--- config.mk ---
export PLATFORM = sky130hd
export DESIGN_NAME = idu_top
export DESIGN_NICKNAME = d
export VERILOG_FILES = /design/src/common/idu_pkg.sv /design/src/idu/inc_dec.sv /design/src/reg_pairs.sv /design/src/dma_engine.sv /design/src/addr_arbiter.sv /design/src/idu_top.sv
export SDC_FILE = /design/constraint.sdc
export NUM_CORES = 1
export LEC_CHECK = 0
export ABC_AREA = 1
export CAP_MARGIN = 20
export CORE_MARGIN = 2
export CORE_UTILIZATION = 25
export CTS_BUF_LIST = sky130_fd_sc_hd__clkbuf_8
export CTS_CLUSTER_DIAMETER = 50
export DETAILED_ROUTE_END_ITERATION = 12
export DONT_BUFFER_PORTS = 1
export SYNTH_ARGS = -nofsm -noshare
export SYNTH_HDL_FRONTEND = slang
export SYNTH_SLANG_ARGS = --single-unit
--- constraint.sdc ---
create_clock -name clk4 -period 3.55 [get_ports clk4]
set_clock_uncertainty 0.15 [all_clocks]
set_input_delay 0.71 -clock clk4 [delete_from_list [all_inputs] [get_ports clk4]]
set_output_delay 0.71 -clock clk4 [all_outputs]
set_load 0.01 [all_outputs]
--- src/common/idu_pkg.sv ---
package idu_pkg;

	// Bus widths
	localparam int BYTE_W    = 8;
	localparam int ADDR_W    = 2 * BYTE_W;  // Pair value and address bus
	localparam int NUM_PAIRS = 5;           // BC, DE, HL, SP, PC

	// IDU step operation
	typedef enum logic [2:0] {
		IDU_PASS     = 3'd0,  // Value goes through unchanged
		IDU_INC16    = 3'd1,  // 16-bit increment, carry into high byte
		IDU_DEC16    = 3'd2,  // 16-bit decrement, borrow into high byte
		IDU_INC_PAIR = 3'd3,  // Both bytes +1, chains split
		IDU_DEC_PAIR = 3'd4   // Both bytes -1, chains split
	} idu_op_t;

	// Register pair select
	typedef enum logic [2:0] {
		PAIR_BC = 3'd0,
		PAIR_DE = 3'd1,
		PAIR_HL = 3'd2,
		PAIR_SP = 3'd3,
		PAIR_PC = 3'd4
		// 5..7 unused
	} pair_sel_t;

	// Increment control, TTB3
	function automatic logic op_is_inc(idu_op_t op);
		return (op == IDU_INC16) || (op == IDU_INC_PAIR);
	endfunction

	// Decrement control, TTB2
	function automatic logic op_is_dec(idu_op_t op);
		return (op == IDU_DEC16) || (op == IDU_DEC_PAIR);
	endfunction

	// Pairwise control, TTB1
	function automatic logic op_is_pairwise(idu_op_t op);
		return (op == IDU_INC_PAIR) || (op == IDU_DEC_PAIR);
	endfunction

endpackage

--- src/idu/inc_dec.sv ---
`timescale 1ns/1ns

module inc_dec (
	input  logic                       clk4,
	input  logic                       reset,
	input  logic                       op_go,     // Step request strobe
	input  idu_pkg::idu_op_t           op_mode,
	input  idu_pkg::pair_sel_t         op_pair,
	input  logic [idu_pkg::BYTE_W-1:0] cbus,      // ~val_lo
	input  logic [idu_pkg::BYTE_W-1:0] dbus,      // ~val_hi
	output logic [idu_pkg::BYTE_W-1:0] res_lo,    // Stepped low byte, true polarity
	output logic [idu_pkg::BYTE_W-1:0] res_hi,
	output logic                       res_valid,
	output idu_pkg::pair_sel_t         res_pair,  // Writeback target
	output logic [idu_pkg::ADDR_W-1:0] cpu_addr,  // Pre-step value
	output logic                       cpu_req
);
	import idu_pkg::*;

	logic [BYTE_W-1:0] cbq;   // Keeper outputs, still inverted
	logic [BYTE_W-1:0] dbq;
	idu_op_t           mode_q;
	pair_sel_t         pair_q;

	logic              step_inc;   // TTB3
	logic              step_dec;   // TTB2
	logic              step_pair;  // TTB1
	logic [ADDR_W-1:0] val;        // True value fed to the cells
	logic [ADDR_W-1:0] res;
	logic [ADDR_W-1:0] mq;         // Per-bit carry out
	logic [ADDR_W-1:0] xa;         // Per-bit carry in
	logic              ct;         // Carry into the high chain

	// Bus keepers, capture the inverted pair on a step request
	always_ff @(posedge clk4) begin
		if (op_go) begin
			cbq <= cbus;
			dbq <= dbus;
		end
	end

	always_ff @(posedge clk4) begin
		if (reset) begin
			res_valid <= 1'b0;
			mode_q    <= IDU_PASS;
			pair_q    <= PAIR_BC;
		end else begin
			res_valid <= op_go;  // Fixed one-cycle latency
			if (op_go) begin
				mode_q <= op_mode;
				pair_q <= op_pair;
			end
		end
	end

	assign step_inc  = op_is_inc(mode_q);
	assign step_dec  = op_is_dec(mode_q);
	assign step_pair = op_is_pairwise(mode_q);

	assign val = ~{dbq, cbq};  // Undo the inverse hold

	// Step cells
	for (genvar i = 0; i < ADDR_W; i++) begin : g_cell
		assign res[i] = val[i] ^ xa[i];
		assign mq[i]  = val[i] ? step_inc : step_dec;  // 1 bit carries on inc, 0 bit on dec
	end

	// Split carry chain
	always_comb begin
		xa[0] = step_inc | step_dec;  // Low chain live on any step
		for (int i = 1; i < BYTE_W; i++) begin
			xa[i] = xa[i-1] & mq[i-1];
		end
		// Pairwise mode forces the high chain on, no byte-to-byte carry
		ct         = (xa[BYTE_W-1] & mq[BYTE_W-1]) | step_pair;
		xa[BYTE_W] = ct;
		for (int i = BYTE_W + 1; i < ADDR_W; i++) begin
			xa[i] = xa[i-1] & mq[i-1];
		end
	end

	assign res_lo   = res[BYTE_W-1:0];
	assign res_hi   = res[ADDR_W-1:BYTE_W];
	assign res_pair = pair_q;

	// Address comes straight off the keepers
	assign cpu_addr = val;
	assign cpu_req  = res_valid;

	// Result appears exactly one cycle after the request
	assert property (@(posedge clk4) disable iff (reset) op_go |=> res_valid)
		else $error("inc_dec: no result one cycle after op_go");

endmodule

--- src/reg_pairs.sv ---
`timescale 1ns/1ns

module reg_pairs (
	input  logic                       clk4,
	input  logic                       reset,
	input  logic                       wr_go,      // Load strobe
	input  idu_pkg::pair_sel_t         wr_pair,
	input  logic [idu_pkg::ADDR_W-1:0] wr_data,
	input  idu_pkg::pair_sel_t         op_pair,    // IDU source select
	output logic [idu_pkg::BYTE_W-1:0] cbus,       // ~val_lo
	output logic [idu_pkg::BYTE_W-1:0] dbus,       // ~val_hi
	input  logic                       res_valid,
	input  idu_pkg::pair_sel_t         res_pair,
	input  logic [idu_pkg::BYTE_W-1:0] res_lo,
	input  logic [idu_pkg::BYTE_W-1:0] res_hi,
	input  idu_pkg::pair_sel_t         rd_pair,
	output logic [idu_pkg::ADDR_W-1:0] rd_data     // True value
);
	import idu_pkg::*;

	logic [ADDR_W-1:0] pair_q [NUM_PAIRS];  // Each pair held as ~val
	logic [ADDR_W-1:0] res_n;               // Result after the input inverter
	logic [ADDR_W-1:0] op_q;                // Inverted source for the IDU
	logic              fwd;
	logic              op_ok;
	logic              rd_ok;

	assign res_n = ~{res_hi, res_lo};

	// Writeback beats a load to the same pair
	always_ff @(posedge clk4) begin
		if (reset) begin
			for (int i = 0; i < NUM_PAIRS; i++) begin
				pair_q[i] <= '1;  // Reads back as 0
			end
		end else begin
			for (int i = 0; i < NUM_PAIRS; i++) begin
				if (res_valid && (res_pair == pair_sel_t'(i))) begin
					pair_q[i] <= res_n;
				end else if (wr_go && (wr_pair == pair_sel_t'(i))) begin
					pair_q[i] <= ~wr_data;  // Input inverter
				end
			end
		end
	end

	assign op_ok = int'(op_pair) < NUM_PAIRS;
	assign rd_ok = int'(rd_pair) < NUM_PAIRS;

	// Back-to-back step on the pair being written takes the fresh result
	assign fwd = res_valid && (res_pair == op_pair);

	always_comb begin
		if (fwd) begin
			op_q = res_n;
		end else if (op_ok) begin
			op_q = pair_q[op_pair];
		end else begin
			op_q = '1;  // Unused code, looks like zero
		end
	end

	assign cbus = op_q[BYTE_W-1:0];
	assign dbus = op_q[ADDR_W-1:BYTE_W];

	// Read port, no forwarding
	assign rd_data = rd_ok ? ~pair_q[rd_pair] : '0;

	// Selector that actually writes must name a real pair
	// res_pair arrives from the IDU one cycle after its op_go
	assert property (@(posedge clk4) disable iff (reset)
		(!wr_go || (int'(wr_pair) < NUM_PAIRS)) &&
		(!res_valid || (int'(res_pair) < NUM_PAIRS)))
		else $error("reg_pairs: pair selector out of range on a write");

endmodule

--- src/dma_engine.sv ---
`timescale 1ns/1ns

module dma_engine #(
	parameter int DMA_LEN = 160  // Addresses per copy, 1..256
) (
	input  logic                       clk4,
	input  logic                       reset,
	input  logic                       dma_start,      // Start strobe
	input  logic [idu_pkg::BYTE_W-1:0] dma_page,       // Source page, high address byte
	input  logic                       addr_from_dma,  // Granted this cycle
	output logic [idu_pkg::ADDR_W-1:0] dma_addr,
	output logic                       dma_req,
	output logic                       dma_busy
);
	import idu_pkg::*;

	localparam int IDX_W = BYTE_W + 1;  // Holds 256 for the range check

	logic [BYTE_W-1:0] page_q;
	logic [IDX_W-1:0]  idx_q;   // Offset within the page
	logic              busy_q;
	logic              last;
	logic              start;

	assign start = dma_start && !busy_q;  // Retrigger ignored mid-run
	assign last  = idx_q == IDX_W'(DMA_LEN - 1);

	// Page latch
	always_ff @(posedge clk4) begin
		if (start) begin
			page_q <= dma_page;
		end
	end

	always_ff @(posedge clk4) begin
		if (reset) begin
			busy_q <= 1'b0;
			idx_q  <= '0;
		end else if (start) begin
			busy_q <= 1'b1;
			idx_q  <= '0;
		end else if (busy_q && addr_from_dma) begin  // Moves only when on the bus
			if (last) begin
				busy_q <= 1'b0;  // Final address went out
			end else begin
				idx_q <= idx_q + 1'b1;
			end
		end
	end

	assign dma_addr = {page_q, idx_q[BYTE_W-1:0]};
	assign dma_req  = busy_q;
	assign dma_busy = busy_q;

	// Index stays inside the block for the whole run
	assert property (@(posedge clk4) disable iff (reset)
		busy_q |-> (idx_q < IDX_W'(DMA_LEN)))
		else $error("dma_engine: index ran past the block length");

	// Grant from the arbiter only while a run is active
	assert property (@(posedge clk4) disable iff (reset)
		addr_from_dma |-> busy_q)
		else $error("dma_engine: bus granted while idle");

endmodule

--- src/addr_arbiter.sv ---
`timescale 1ns/1ns

module addr_arbiter #(
	parameter bit DMA_PRIO = 1'b1  // 1: DMA wins, 0: CPU wins
) (
	input  logic                       clk4,      // Assertion sampling only
	input  logic                       cpu_req,
	input  logic [idu_pkg::ADDR_W-1:0] cpu_addr,
	input  logic                       dma_req,
	input  logic [idu_pkg::ADDR_W-1:0] dma_addr,
	output logic [idu_pkg::ADDR_W-1:0] addr_bus,
	output logic                       addr_valid,
	output logic                       addr_from_dma  // Owner flag, also DMA advance
);

	logic dma_grant;
	logic cpu_disable;  // BUS_DISABLE for the IDU address
	logic cpu_grant;

	// Priority select
	always_comb begin
		if (DMA_PRIO) begin
			dma_grant = dma_req;
		end else begin
			dma_grant = dma_req && !cpu_req;  // DMA waits out the CPU
		end
	end

	assign cpu_disable = dma_grant;
	assign cpu_grant   = cpu_req && !cpu_disable;  // Lost CPU address just drops

	// Bus mux, zero when nobody drives
	always_comb begin
		if (dma_grant) begin
			addr_bus = dma_addr;
		end else if (cpu_grant) begin
			addr_bus = cpu_addr;
		end else begin
			addr_bus = '0;
		end
	end

	assign addr_valid    = dma_grant || cpu_grant;
	assign addr_from_dma = dma_grant;

	// Owner flag only with a live DMA request
	assert property (@(posedge clk4) addr_from_dma |-> dma_req)
		else $error("addr_arbiter: DMA owns the bus without a request");

endmodule

--- src/idu_top.sv ---
`timescale 1ns/1ns

module idu_top #(
	parameter int DMA_LEN  = 160,
	parameter bit DMA_PRIO = 1'b1
) (
	input  logic                       clk4,
	input  logic                       reset,
	input  logic                       op_go,
	input  idu_pkg::idu_op_t           op_mode,
	input  idu_pkg::pair_sel_t         op_pair,
	input  logic                       wr_go,
	input  idu_pkg::pair_sel_t         wr_pair,
	input  logic [idu_pkg::ADDR_W-1:0] wr_data,
	input  idu_pkg::pair_sel_t         rd_pair,
	output logic [idu_pkg::ADDR_W-1:0] rd_data,
	input  logic                       dma_start,
	input  logic [idu_pkg::BYTE_W-1:0] dma_page,
	output logic                       dma_busy,
	output logic [idu_pkg::ADDR_W-1:0] addr_bus,
	output logic                       addr_valid,
	output logic                       addr_from_dma
);
	import idu_pkg::*;

	logic [BYTE_W-1:0] cbus;  // Inverted pair bytes into the IDU
	logic [BYTE_W-1:0] dbus;
	logic [BYTE_W-1:0] res_lo;
	logic [BYTE_W-1:0] res_hi;
	logic              res_valid;
	pair_sel_t         res_pair;
	logic [ADDR_W-1:0] cpu_addr;
	logic              cpu_req;
	logic [ADDR_W-1:0] dma_addr;
	logic              dma_req;

	reg_pairs u_reg_pairs (
		.clk4, .reset, .wr_go, .wr_pair, .wr_data, .op_pair, .cbus, .dbus,
		.res_valid, .res_pair, .res_lo, .res_hi, .rd_pair, .rd_data
	);

	inc_dec u_inc_dec (
		.clk4, .reset, .op_go, .op_mode, .op_pair, .cbus, .dbus,
		.res_lo, .res_hi, .res_valid, .res_pair, .cpu_addr, .cpu_req
	);

	dma_engine #(.DMA_LEN(DMA_LEN)) u_dma_engine (
		.clk4, .reset, .dma_start, .dma_page, .addr_from_dma,
		.dma_addr, .dma_req, .dma_busy
	);

	addr_arbiter #(.DMA_PRIO(DMA_PRIO)) u_addr_arbiter (
		.clk4, .cpu_req, .cpu_addr, .dma_req, .dma_addr,
		.addr_bus, .addr_valid, .addr_from_dma
	);

endmodule

==> results.yml <==
routing:
  firstDrtPassIters: 5
  via_per_inst: 5.05
  ant_nets: 0
  dr_total_vias: 6260
  drtIter0Drc: 515
  avgRoutedWirePerCell_um: 18.6
  routed_wl_mm: 23.1
  drc: 0
global_routing:
  use_met3_pct: 5.15
  grt_busiest_layer: "met2"
  met2_usage_pct: 24.1
  antenna_found_initial: 0
  grt_pass1_vias: 5896
  grt_pass1_wl_mm: 35.0
  grt-ovfl-total: 0
  grt_max_degree: 42
  track_usage_pct: 15.3
  grt_use_met1_pct: 19.1
worst_hold_path:
  min_to: "u_dma_engine.dma_busy$_SDFF_PP0_"
  hp-class: "input port to flip-flop"
  hold_depth: 1
  min_from: "reset"
cells_and_area:
  fillers: 3001
  fin_nets: 885
  final_common_cell: "nand2_1"
  final_cell_mix: "157 x nand2_1, 127 x o21ai_0, 104 x edfxtp_1, 74 x nor2_1, 66 x inv_1"
  final_util_pct: 28.4
  layout-drive-gt1-share_pct: 9.82
  diodes: 0
  syn2layout_area_growth_pct: 12.5
clocking:
  cts_tree: "yes"
  cts_buffer_depth: 2
  root_buffer: "clkbuf_8"
  htree_levels: 4
  clock-sinks: 121
  insertion_delay_ns: 0.46
  cts_buffers: 17
  cts_setup_buffers: 0
  cts-resized-gates: 0
  cts_hold_buf: 0
  cts.clk_slew.worst_paths_ns: 0.07
worst_setup_path:
  arrival_ns: 2.12
  cp.required_ns: 2.69
  worst-path-max-fanout: 37
  worstSetupStartpointType: "input port"
  crit_path_frequent_cell: "o21ai_0"
  r2r_end: "u_inc_dec.dbq[7]$_DFFE_PP_"
  critPathSlowestCell: "o21ai_0"
  worst_path_largest_cell_delay_ns: 0.60
  rrSetupSlack_ns: 0.70
  criticalPathCategory: "input port to primary output"
  end_kind: "primary output"
  crit_chain: "inv_1, o21ai_0, o22ai_1, o21ai_0"
  r2r_cells: 16
  r2r_start: "u_inc_dec.mode_q[0]$_SDFFE_PP0P_"
sta:
  slew_violations: 0
  rsz0062_at_grt: "false"
  min_period_ns: 2.98
  fin_tns_setup_ns: 0
  worstMarginPinSlew_ns: 0.940
  maxSlewHeadroom_pct: 37.2
  fmax_mhz: 336
  hold_violations: 0
  finalSetupViolCount: 0
  finalCritPeriodShare_pct: 83.8
yosys:
  synth.ff_latch_count: 121
  syn-num-nets: 895
  synth_fa_ha_area_share_pct: 0.174
  synthTopCellsByArea: "edfxtp_1 44%, o21ai_0 8.9%, nand2_1 8.2%, o211ai_1 6.0%, dfxtp_1 4.7%"
  synth.mux.area_fraction_pct: 0
  ys_types: 45
  async_reset_ff_share_pct: 0
  yosysWarnings: 0
  yosys.area_share.simple_pct: 19.2
  synth_top_family_by_area: "compound AO/OA/AOI/OAI gates"
  synth_area_um2: 7180
  synth-seq-area-share_pct: 48.3
  syn-instance-count: 853
  synth_compound_area_share_pct: 23.7
  synth_top_area_share_pct: 43.5
  synth_edf_count: 104
  synthXorXnorAreaFrac_pct: 1.67
  synth_ff_type: "edfxtp_1"
  synth_area_per_cell_um2: 8.41
  synth_top_cell_by_area: "edfxtp_1"
status:
  status: "finished, final reports clean"
floorplan:
  die_w_um: 173
  rows: 62
  die-height_um: 173
  core_area_um2: 28500
  die_area_um2: 30100
  initial_utilization_pct: 25.2
  boundaryPins: 76
power_and_ir_drop:
  leakage_nw: 2.72
  ir_worst_vdd_uv: 226
  power_density_nw_per_um2: 426
job:
  timing.max_cap.violations: 0
placement:
  dpl.hpwl_mm: 15.8
  io_buffers: 0
  gp_congestion: 0.891
==> logic make-up after synthesis <==
group,after synthesis
adder cells (fa/ha/maj),1
flip-flops,121
AO/OA/AOI/OAI,287
XOR/XNOR,12
buffers and inverters,131
AND/OR/NAND/NOR,301
==> area by class of cell <==
class | instances | area, um^2 | area share, %
flip-flops and latches | 121 | 3460 | 42.9
multi-input cells | 601 | 3220 | 39.9
well taps | 384 | 480 | 5.95
inverters | 75 | 282 | 3.49
repair buffers | 27 | 235 | 2.91
clock buffers | 17 | 234 | 2.90
clock inverters | 14 | 158 | 1.95
==> synthesized netlist by cell type (3+ instances only) <==
| library cell | n |
|---|---|
| inv_2 | 7 |
| a21o_1 | 4 |
| xor2_1 | 6 |
| inv_1 | 66 |
| nand2_1 | 157 |
| o21ai_2 | 3 |
| nor2_1 | 74 |
| o22ai_1 | 31 |
| nor3_1 | 11 |
| nand2_2 | 5 |
| xnor2_1 | 4 |
| o21ai_0 | 127 |
| clkbuf_1 | 45 |
| edfxtp_1 | 104 |
| o221ai_1 | 12 |
| nand3b_1 | 17 |
| o211ai_1 | 57 |
| dfxtp_1 | 17 |
| a21oi_1 | 33 |
| nor3b_1 | 3 |
| buf_2 | 9 |
| nand3_1 | 14 |
| o21ai_1 | 15 |
| nand4_1 | 5 |
==> worst max-delay path: cells and delay by family <==
family                 cells  cell delay [ns]
AOI/OAI and AO/OA          3             1.01
buffers and inverters      1             0.37
==> how the worst max path moves through the flow <==
stage / from / to / slack [ns] / cells past startpoint
6_report: rd_pair[0] / rd_data[15] / 0.57 / 4
5_1_grt: u_inc_dec.mode_q[0]$_SDFFE_PP0P_ / u_reg_pairs.pair_q[4][13]$_DFFE_PP_ / 0.41 / 16
4_1_cts: rd_pair[0] / rd_data[4] / 0.60 / 5
3_5_place_dp: reset / u_reg_pairs.pair_q[4][15]$_DFFE_PP_ / 0.42 / 15
3_3_place_gp: reset / u_reg_pairs.pair_q[4][15]$_DFFE_PP_ / 0.52 / 15
2_1_floorplan: rd_pair[0] / rd_data[3] / 0.80 / 7
==> state kept, by name, summed over array words and instances, names as in the netlist <==
register,cells
u_reg_pairs.pair_q,80
u_dma_engine.idx_q,9
u_dma_engine.page_q,8
u_inc_dec.cbq,8
u_inc_dec.dbq,8
u_inc_dec.mode_q,3
u_inc_dec.res_pair,3
u_dma_engine.dma_busy,1
u_inc_dec.cpu_req,1
==> report_power, final <==
| group | switching [mW] | internal [mW] |
|---|---|---|
| Clock | 0.601 | 0.679 |
| Combinational | 0.341 | 0.150 |
| Sequential | 0.0429 | 1.63 |
| Total | 0.985 | 2.46 |
==> routing by layer <==
| metal | vias up | share of wire (%) |
|---|---|---|
| met2 | 253 | 46 |
| met1 | 2954 | 42 |
| met5 | - | 0 |
| li1 | 3018 | - |
| met3 | 35 | 9.4 |
| met4 | 0 | 2.4 |
==> stage by stage <==
| step | instances | setup WS, ns | hold slack (ns) | instance area, um^2 | power [mW] |
|---|---|---|---|---|---|
| floorplan | 853 | 0.796 | 0.289 | 7180 | 2.05 |
| global placement | 1207 | 0.520 | 0.298 | 7660 | 2.18 |
| detailed placement | 1207 | 0.419 | 0.312 | 7660 | 2.19 |
| CTS | 1238 | 0.598 | 0.144 | 8050 | 3.45 |
| global route | 1239 | 0.414 | 0.138 | 8080 | 3.58 |
| finish | 1239 | 0.575 | 0.161 | 8080 | 3.44 |
No activity file was read; power rests on OpenSTA's default activity.
